$ cat src/hw/mem_cfg.svh
`ifndef MEM_CFG_SVH
`define MEM_CFG_SVH

// Logical word size in bits
`define MEM_WIDTH 16

// Read ports, one SRAM copy each
`define MEM_NUMRUPT 2

`define MEM_NUMADDR 64

// Logical words packed into one physical row
`define MEM_NUMWRDS 4

`define MEM_NUMSROW 16

// Cycles from SRAM read strobe to t1_dout
`define MEM_SRAM_DELAY 1

// Data plus one even parity bit
`define MEM_LANEW (`MEM_WIDTH + 1)

`endif
$ cat src/hw/phy_pkg.sv
`include "mem_cfg.svh"

package phy_pkg;

  typedef logic [$clog2(`MEM_NUMSROW)-1:0] srow_t;  // Physical row address

  typedef logic [$clog2(`MEM_NUMWRDS)-1:0] lane_t;  // Word lane inside a row

  // Lane n sits at bits [n*LANEW +: LANEW], parity on top of each lane
  typedef logic [`MEM_NUMWRDS*`MEM_LANEW-1:0] prow_t;

  typedef logic [`MEM_NUMWRDS*`MEM_LANEW-1:0] lmask_t;  // Per-bit write enable

  // {fwrd, srow, lane}
  typedef logic [$bits(srow_t)+$bits(lane_t):0] padr_t;

endpackage

$ cat src/hw/mem_pkg.sv
`include "mem_cfg.svh"

package mem_pkg;

  typedef logic [`MEM_WIDTH-1:0] word_t;

  typedef logic [$clog2(`MEM_NUMADDR)-1:0] laddr_t;  // {row, lane}

  typedef logic [`MEM_NUMRUPT-1:0] rport_t;  // One bit per read port

  typedef enum logic {
    INIT_CLEAR,  // Sweeping zero rows into every copy
    RUN
  } intake_state_t;

  // What row_align writes this cycle
  typedef enum logic [1:0] {
    OP_NONE,
    OP_WRITE,  // Single lane, data plus parity
    OP_CLEAR   // Whole row of zeros
  } cmd_op_t;

endpackage

$ cat src/hw/multiport_mem_top.sv
`include "mem_cfg.svh"

module multiport_mem_top (
  input  logic                                 clk,
  input  logic                                 rst_n,
  input  logic                                 wr_valid,
  input  mem_pkg::laddr_t                      wr_addr,
  input  mem_pkg::word_t                       wr_data,
  output logic                                 ready,
  input  mem_pkg::rport_t                      rd_req,
  input  mem_pkg::laddr_t [`MEM_NUMRUPT-1:0]   rd_addr,
  output mem_pkg::rport_t                      rd_vld,
  output mem_pkg::word_t  [`MEM_NUMRUPT-1:0]   rd_dout,
  output mem_pkg::rport_t                      rd_fwrd,
  output mem_pkg::rport_t                      rd_serr,
  output phy_pkg::padr_t  [`MEM_NUMRUPT-1:0]   rd_padr,
  output logic            [`MEM_NUMRUPT-1:0]   t1_write,
  output phy_pkg::srow_t  [`MEM_NUMRUPT-1:0]   t1_wr_addr,
  output phy_pkg::lmask_t [`MEM_NUMRUPT-1:0]   t1_bw,
  output phy_pkg::prow_t  [`MEM_NUMRUPT-1:0]   t1_din,
  output logic            [`MEM_NUMRUPT-1:0]   t1_read,
  output phy_pkg::srow_t  [`MEM_NUMRUPT-1:0]   t1_rd_addr,
  input  phy_pkg::prow_t  [`MEM_NUMRUPT-1:0]   t1_dout
);
  import mem_pkg::*;
  import phy_pkg::*;

  cmd_op_t                    cmd_op;
  laddr_t                     cmd_addr;
  word_t                      cmd_data;
  rport_t                     cmd_read;
  laddr_t [`MEM_NUMRUPT-1:0]  cmd_raddr;

  logic   [`MEM_NUMRUPT-1:0]  ctx_vld;
  lane_t  [`MEM_NUMRUPT-1:0]  ctx_lane;
  srow_t  [`MEM_NUMRUPT-1:0]  ctx_srow;
  logic   [`MEM_NUMRUPT-1:0]  ctx_fwrd;
  word_t  [`MEM_NUMRUPT-1:0]  ctx_fdata;

  req_intake u_req_intake (
    .clk       (clk),
    .rst_n     (rst_n),
    .wr_valid  (wr_valid),
    .wr_addr   (wr_addr),
    .wr_data   (wr_data),
    .rd_req    (rd_req),
    .rd_addr   (rd_addr),
    .ready     (ready),
    .cmd_op    (cmd_op),
    .cmd_addr  (cmd_addr),
    .cmd_data  (cmd_data),
    .cmd_read  (cmd_read),
    .cmd_raddr (cmd_raddr)
  );

  // Every copy takes the same write, reads only for its own port
  for (genvar i = 0; i < `MEM_NUMRUPT; i++) begin : g_copy
    row_align u_row_align (
      .clk        (clk),
      .rst_n      (rst_n),
      .cmd_op     (cmd_op),
      .cmd_addr   (cmd_addr),
      .cmd_data   (cmd_data),
      .cmd_read   (cmd_read[i]),
      .cmd_raddr  (cmd_raddr[i]),
      .t1_write   (t1_write[i]),
      .t1_wr_addr (t1_wr_addr[i]),
      .t1_bw      (t1_bw[i]),
      .t1_din     (t1_din[i]),
      .t1_read    (t1_read[i]),
      .t1_rd_addr (t1_rd_addr[i]),
      .ctx_vld    (ctx_vld[i]),
      .ctx_lane   (ctx_lane[i]),
      .ctx_srow   (ctx_srow[i]),
      .ctx_fwrd   (ctx_fwrd[i]),
      .ctx_fdata  (ctx_fdata[i])
    );
  end

  for (genvar i = 0; i < `MEM_NUMRUPT; i++) begin : g_port
    read_return u_read_return (
      .clk       (clk),
      .rst_n     (rst_n),
      .ctx_vld   (ctx_vld[i]),
      .ctx_lane  (ctx_lane[i]),
      .ctx_srow  (ctx_srow[i]),
      .ctx_fwrd  (ctx_fwrd[i]),
      .ctx_fdata (ctx_fdata[i]),
      .t1_dout   (t1_dout[i]),
      .rd_vld    (rd_vld[i]),
      .rd_dout   (rd_dout[i]),
      .rd_fwrd   (rd_fwrd[i]),
      .rd_serr   (rd_serr[i]),
      .rd_padr   (rd_padr[i])
    );
  end

endmodule

$ cat src/hw/read_return.sv
`include "mem_cfg.svh"

module read_return (
  input  logic             clk,
  input  logic             rst_n,
  input  logic             ctx_vld,
  input  phy_pkg::lane_t   ctx_lane,
  input  phy_pkg::srow_t   ctx_srow,
  input  logic             ctx_fwrd,
  input  mem_pkg::word_t   ctx_fdata,
  input  phy_pkg::prow_t   t1_dout,
  output logic             rd_vld,
  output mem_pkg::word_t   rd_dout,
  output logic             rd_fwrd,
  output logic             rd_serr,
  output phy_pkg::padr_t   rd_padr
);
  import mem_pkg::*;

  logic [`MEM_LANEW-1:0] lane_bits;
  word_t                 lane_data;
  logic                  par_err;

  assign lane_bits = t1_dout[int'(ctx_lane) * `MEM_LANEW +: `MEM_LANEW];
  assign lane_data = lane_bits[`MEM_WIDTH-1:0];
  assign par_err   = ^lane_bits;  // Odd count of ones in the lane

  always_ff @(posedge clk) begin
    if (!rst_n) begin
      rd_vld  <= 1'b0;
      rd_fwrd <= 1'b0;
      rd_serr <= 1'b0;
    end else begin
      rd_vld  <= ctx_vld;
      rd_fwrd <= ctx_vld && ctx_fwrd;
      rd_serr <= ctx_vld && !ctx_fwrd && par_err;  // Forwarded data skips the check
    end
  end

  always_ff @(posedge clk) begin
    rd_dout <= ctx_fwrd ? ctx_fdata : lane_data;
    rd_padr <= {ctx_fwrd, ctx_srow, ctx_lane};
  end

  a_serr_with_vld: assert property (
    @(posedge clk) disable iff (!rst_n)
    rd_serr |-> rd_vld
  ) else $error("rd_serr raised without rd_vld");

endmodule

$ cat src/hw/row_align.sv
`include "mem_cfg.svh"

module row_align (
  input  logic              clk,
  input  logic              rst_n,
  input  mem_pkg::cmd_op_t  cmd_op,
  input  mem_pkg::laddr_t   cmd_addr,
  input  mem_pkg::word_t    cmd_data,
  input  logic              cmd_read,
  input  mem_pkg::laddr_t   cmd_raddr,
  output logic              t1_write,
  output phy_pkg::srow_t    t1_wr_addr,
  output phy_pkg::lmask_t   t1_bw,
  output phy_pkg::prow_t    t1_din,
  output logic              t1_read,
  output phy_pkg::srow_t    t1_rd_addr,
  output logic              ctx_vld,
  output phy_pkg::lane_t    ctx_lane,
  output phy_pkg::srow_t    ctx_srow,
  output logic              ctx_fwrd,
  output mem_pkg::word_t    ctx_fdata
);
  import mem_pkg::*;
  import phy_pkg::*;

  localparam int LANE_W  = $bits(lane_t);
  localparam int LADDR_W = $bits(laddr_t);
  localparam int DEPTH   = `MEM_SRAM_DELAY;

  lane_t wr_lane;
  logic  wr_par;
  logic  fwrd;

  logic [DEPTH-1:0] vld_pipe;
  lane_t            lane_pipe  [DEPTH];
  srow_t            srow_pipe  [DEPTH];
  logic             fwrd_pipe  [DEPTH];
  word_t            fdata_pipe [DEPTH];

  assign wr_lane    = cmd_addr[LANE_W-1:0];
  assign t1_wr_addr = cmd_addr[LADDR_W-1:LANE_W];
  assign wr_par     = ^cmd_data;  // Even parity over the lane

  always_comb begin
    t1_write = 1'b0;
    t1_bw    = '0;
    t1_din   = '0;
    case (cmd_op)
      OP_WRITE: begin
        t1_write = 1'b1;
        t1_bw    = lmask_t'({`MEM_LANEW{1'b1}}) << (int'(wr_lane) * `MEM_LANEW);
        t1_din   = prow_t'({wr_par, cmd_data}) << (int'(wr_lane) * `MEM_LANEW);
      end
      OP_CLEAR: begin
        t1_write = 1'b1;
        t1_bw    = '1;
      end
      default: ;
    endcase
  end

  assign t1_read    = cmd_read;
  assign t1_rd_addr = cmd_raddr[LADDR_W-1:LANE_W];

  // SRAM returns the old row when read and write hit the same edge
  assign fwrd = cmd_read && (cmd_op == OP_WRITE) && (cmd_addr == cmd_raddr);

  always_ff @(posedge clk) begin
    if (!rst_n) begin
      vld_pipe <= '0;
    end else begin
      vld_pipe[0] <= cmd_read;
      for (int i = 1; i < DEPTH; i++) begin
        vld_pipe[i] <= vld_pipe[i-1];
      end
    end
  end

  always_ff @(posedge clk) begin
    lane_pipe[0]  <= cmd_raddr[LANE_W-1:0];
    srow_pipe[0]  <= cmd_raddr[LADDR_W-1:LANE_W];
    fwrd_pipe[0]  <= fwrd;
    fdata_pipe[0] <= cmd_data;
    for (int i = 1; i < DEPTH; i++) begin
      lane_pipe[i]  <= lane_pipe[i-1];
      srow_pipe[i]  <= srow_pipe[i-1];
      fwrd_pipe[i]  <= fwrd_pipe[i-1];
      fdata_pipe[i] <= fdata_pipe[i-1];
    end
  end

  assign ctx_vld   = vld_pipe[DEPTH-1];  // Lines up with t1_dout
  assign ctx_lane  = lane_pipe[DEPTH-1];
  assign ctx_srow  = srow_pipe[DEPTH-1];
  assign ctx_fwrd  = fwrd_pipe[DEPTH-1];
  assign ctx_fdata = fdata_pipe[DEPTH-1];

  a_bw_needs_write: assert property (
    @(posedge clk) disable iff (!rst_n)
    (|t1_bw) |-> t1_write
  ) else $error("byte mask active without a write");

endmodule

$ cat src/hw/req_intake.sv
`include "mem_cfg.svh"

module req_intake (
  input  logic                                 clk,
  input  logic                                 rst_n,
  input  logic                                 wr_valid,
  input  mem_pkg::laddr_t                      wr_addr,
  input  mem_pkg::word_t                       wr_data,
  input  mem_pkg::rport_t                      rd_req,
  input  mem_pkg::laddr_t [`MEM_NUMRUPT-1:0]   rd_addr,
  output logic                                 ready,
  output mem_pkg::cmd_op_t                     cmd_op,
  output mem_pkg::laddr_t                      cmd_addr,
  output mem_pkg::word_t                       cmd_data,
  output mem_pkg::rport_t                      cmd_read,
  output mem_pkg::laddr_t [`MEM_NUMRUPT-1:0]   cmd_raddr
);
  import mem_pkg::*;
  import phy_pkg::*;

  localparam srow_t LAST_ROW = srow_t'(`MEM_NUMSROW - 1);

  intake_state_t state;
  srow_t         row_cnt;
  logic          wr_acc;

  assign wr_acc = wr_valid && ready;

  always_ff @(posedge clk) begin
    if (!rst_n) begin
      state    <= INIT_CLEAR;
      row_cnt  <= '0;
      ready    <= 1'b0;
      cmd_op   <= OP_NONE;
      cmd_read <= '0;
    end else begin
      cmd_read <= rd_req & {`MEM_NUMRUPT{ready}};  // Strobes outside ready are dropped
      case (state)
        INIT_CLEAR: begin
          cmd_op  <= OP_CLEAR;
          row_cnt <= row_cnt + 1'b1;
          if (row_cnt == LAST_ROW) begin
            state <= RUN;
            ready <= 1'b1;  // Last clear row goes out with ready
          end
        end
        default: begin
          cmd_op <= wr_acc ? OP_WRITE : OP_NONE;
        end
      endcase
    end
  end

  always_ff @(posedge clk) begin
    cmd_raddr <= rd_addr;
    if (state == INIT_CLEAR) begin
      cmd_addr <= {row_cnt, lane_t'(0)};  // Row of the sweep
    end else if (wr_acc) begin
      cmd_addr <= wr_addr;
      cmd_data <= wr_data;
    end
  end

  a_ready_holds: assert property (
    @(posedge clk) disable iff (!rst_n)
    (state == RUN) |=> (ready && state == RUN)
  ) else $error("ready fell after the init sweep");

endmodule

$ cat config.mk
export PLATFORM = sky130hd
export DESIGN_NAME = multiport_mem_top
export DESIGN_NICKNAME = d
export VERILOG_FILES = /design/src/hw/phy_pkg.sv /design/src/hw/mem_pkg.sv /design/src/hw/multiport_mem_top.sv /design/src/hw/read_return.sv /design/src/hw/row_align.sv /design/src/hw/req_intake.sv
export VERILOG_INCLUDE_DIRS = /design/src /design/src/hw
export SDC_FILE = /design/constraint.sdc
export NUM_CORES = 1
export LEC_CHECK = 0
export BUFFER_PORTS_ARGS = -buffer_cell sky130_fd_sc_hd__buf_2
export CAP_MARGIN = 20
export CORE_AREA = 2 2 205 207
export DETAILED_ROUTE_END_ITERATION = 10
export DIE_AREA = 0 0 207 209
export HOLD_SLACK_MARGIN = 0.05
export PLACE_DENSITY = 0.48
export SYNTH_ARGS = -nofsm -noshare
export SYNTH_HDL_FRONTEND = slang
export SYNTH_HIERARCHICAL = 1
export SYNTH_SLANG_ARGS = --single-unit
$ cat constraint.sdc
create_clock -name clk -period 2.15 [get_ports clk]
set_clock_uncertainty 0.1 [all_clocks]
set_input_delay 0.1075 -clock clk [delete_from_list [all_inputs] [get_ports clk]]
set_output_delay 0.1075 -clock clk [all_outputs]
set_load 0.05 [all_outputs]
==> flow_summary.yaml <==
critical_path:
  path_class: "flop to output port"
  cp.arrival_ns: 2.12
  cp_cell_sequence: "xnor2_1, xnor2_2, xnor2_2, xnor2_2, buf_6, nor2b_2, buf_6"
  cp-end-kind: "output port"
  critPathMaxFanout: 4
  critical-path-max-stage-delay_ns: 0.48
  critical_path.slowest_cell: "edfxtp_1"
  startpoint_type: "flop"
  path_common_cell: "xnor2_2"
  critical_path_required_ns: 1.94
route:
  drt-pass1-iter-count: 4
  vias: 7167
  postRouteAntennaNets: 0
  drt_iter0_drc: 288
  route.detailed.drc: 0
  wl_per_cell_um: 19.86
  viasPerCell: 3.919
  routed_wl_um: 36320
power:
  p_sw_share_pct: 33.13
  p_leak_nw: 6.851
  power_switching_w: 0.002730
  pwr-share-seq_pct: 35.0
  clkPwrFrac_pct: 34.3
  power_frac_comb_pct: 30.7
  p_per_area_mw_per_mm2: 550.6
  peakVddDrop_uv: 352.4
  p_int_w: 0.005511
synthesis:
  syn_avg_cell_area_um2: 11.10
  synth_cells: 680
  synth_edf_count: 20
  synthFlopType: "dfxtp_1"
  yosysUniqueCellTypes: 40
  synth_warnings: 6
  ys_seq_elements: 144
  synth_area_mm2: 0.007551
  synth_seq_area_share_pct: 40.83
  syn-num-nets: 860
  synth_async_sr_flop_share_pct: 0
floorplan:
  die-area_mm2: 0.04326
  rows: 75
  pin_count: 520
  die_y_um: 209
  start_util_pct: 18.29
  die_w_um: 207
  core-area_mm2: 0.04129
worst_hold_path:
  min_path_type: "primary input to flop"
timing:
  fin_crit_sh_pct: 108.4
  fmax_ghz: 0.4291
  setup_viol: 101
  finalWorstSetupSlack_ns: -0.1806
  worst_pin_slew_ns: 0.3401
  hold_viol: 0
  min_period_ns: 2.331
  rsz0062_at_grt: "yes"
  relSlewSlack_pct: 77.33
  maxSlewViolCount: 0
global_route:
  grt_pass1_vias: 7350
  grt_pass1_wl_um: 47800
  antenna_found_initial: 6
  grt_max_degree: 21
  overflow: 0
  grt_use_total_pct: 15.18
cells_and_area:
  area_growth_pct: 98.23
  post-route-util_pct: 36.25
  layout-drive-gt1-share_pct: 65.40
  final_area_mm2: 0.01497
  final_net_count: 1453
  stdcell_count: 1829
  mostFrequentLayoutCell: "buf_2"
  layout_common_cells: "buf_2, buf_4, dfxtp_1, dlygate4sd3_1"
run_status:
  violations: "setup timing"
  status: "finished, violations left"
cts:
  ctsLongestPathBuffers: 2
  clock_latency_ns: 0.45
  clkTransAtPathRegs_ns: 0.06
  cts.sink_count: 144
  numCtsBuffers: 17
  htree_num_levels: 4
  root_buffer: "clkbuf_16"
  cts_tree: "built"
place:
  numPortBuffers: 519
  dpl.hpwl_um: 24680
  numPlacedInstances: 1626
  place_congestion: 0.8610
  dpl_cell_area_mm2: 0.01016
  dp_worst_setup_slack_ns: -0.3300
job:
  cap_violations: 0
[power groups by stage]
stage | registers [W] | clock network, W | logic (W)
6_report | 0.00289 | 0.00282 | 0.00253
5_1_grt | 0.00290 | 0.00304 | 0.00263
4_1_cts | 0.00289 | 0.00295 | 0.00231
3_5_place_dp | 0.00296 | 0 | 0.00191
3_3_place_gp | 0.00296 | 0 | 0.00190
2_1_floorplan | 0.00321 | 0 | 0.00134
[sequential cells by signal, indices dropped and copies added, names as in the netlist, 4 cells and up]
register and cells:
u_req_intake/row_cnt 4, g_copy.u_row_align/lane_pipe 4, g_copy.u_row_align/fdata_pipe 32, g_port.u_read_return/rd_dout 32, u_req_intake/cmd_addr 6, u_req_intake/cmd_raddr 12
g_copy.u_row_align/srow_pipe 8, g_port.u_read_return/rd_padr 14, u_req_intake/cmd_data 16
[cell usage after synthesis (all sizes together), types with 2 or more instances]
master,number,area [µm²]
dfxtp,124,2482
ha,5,62.56
or3,2,12.51
buf,155,1170
mux4,34,765.7
nor2b,7,43.79
edfxtp,20,600.6
xnor3,4,90.09
xnor2,57,514.2
a22o,2,17.52
a21oi,2,10.01
mux2i,3,30.03
nand2,13,48.80
and2b,2,17.52
and3,6,37.54
nor2,21,86.33
nor3,3,25.02
xor2,10,87.58
and2,133,842.1
clkbuf,16,62.56
and3b,2,17.52
mux2,32,360.4
nand3,7,35.03
o2bb2ai,2,17.52
nor4,2,12.51
nor3b,2,15.01
inv,10,37.53
[per-stage QoR]
step | power [W] | hold WS, ns | TNS [ns]
after global routing | 0.008570 | 0.06132 | -21.64
after CTS | 0.008157 | 0.05014 | -5.863
after floorplan | 0.004548 | 0.03522 | -4.094
final | 0.008242 | 0.07114 | -6.444
after detailed placement | 0.004862 | 0.1111 | -1.160
after global placement | 0.004859 | 0.1110 | -0.6963
[worst max-delay path: cells and delay by family (launching register included)]
family / cells / cell delay, ns
flops: 1 / 0.48
xor+xnor: 4 / 0.73
simple gates: 1 / 0.14
buf+inv: 2 / 0.32
[layer usage]
metal	routed length [µm]	GRT usage (%)	vias up
met5	0	0	-
met1	13810	17.53	3462
met4	878	5.246	0
met3	2523	3.066	38
li1	-	-	3292
met2	19110	27.76	375
[path summary, 6_finish.rpt]
check | from | end | slack (ns) | depth (start not counted)
worst max register to register | g_copy[1].u_row_align/lane_pipe[0][0] | g_port[1].u_read_return/rd_serr | -0.14 | 6
worst min register to register | g_copy[0].u_row_align/srow_pipe[0][0] | g_port[0].u_read_return/rd_padr[2] | 0.23 | 0
worst min-delay path | t1_dout[23] | g_port[0].u_read_return/rd_dout[6] | 0.07 | 3
worst max-delay path | u_req_intake/cmd_data[13] | t1_din[84] | -0.18 | 7
[layout make-up]
cell class / count / area [µm²]
diodes: 4 / 10.01
clock buffers: 19 / 442.9
clock inverters: 13 / 107.6
fillers: 4053 / 26320
inverters: 10 / 42.54
multi-input cells: 355 / 3616
flip-flops and latches: 144 / 3104
well taps: 539 / 674.4
repair buffers: 745 / 6970
[timing repair]
action,in CTS,in global routing
resized for setup,372,390
gates cloned,1,10
pin swaps,21,16
hold buffers,110,0
hold endpoints to repair,65,0
setup buffers,32,22
setup endpoints to repair,276,251
[cells by family (layout without fill, tap and decap cells)]
group / Yosys count / after routing / share of synthesized area, %
AO/OA/AOI/OAI: 8 / 8 / 0.7955
XOR/XNOR: 71 / 71 / 9.163
buffers and inverters: 181 / 787 / 16.82
AND/OR/NAND/NOR: 202 / 202 / 16.26
adder cells (fa/ha/maj): 5 / 5 / 0.8285
flip-flops: 144 / 144 / 40.83
multiplexers: 69 / 69 / 15.31
other: 0 / 4 / 0
No activity file was read; power rests on OpenSTA's default activity.
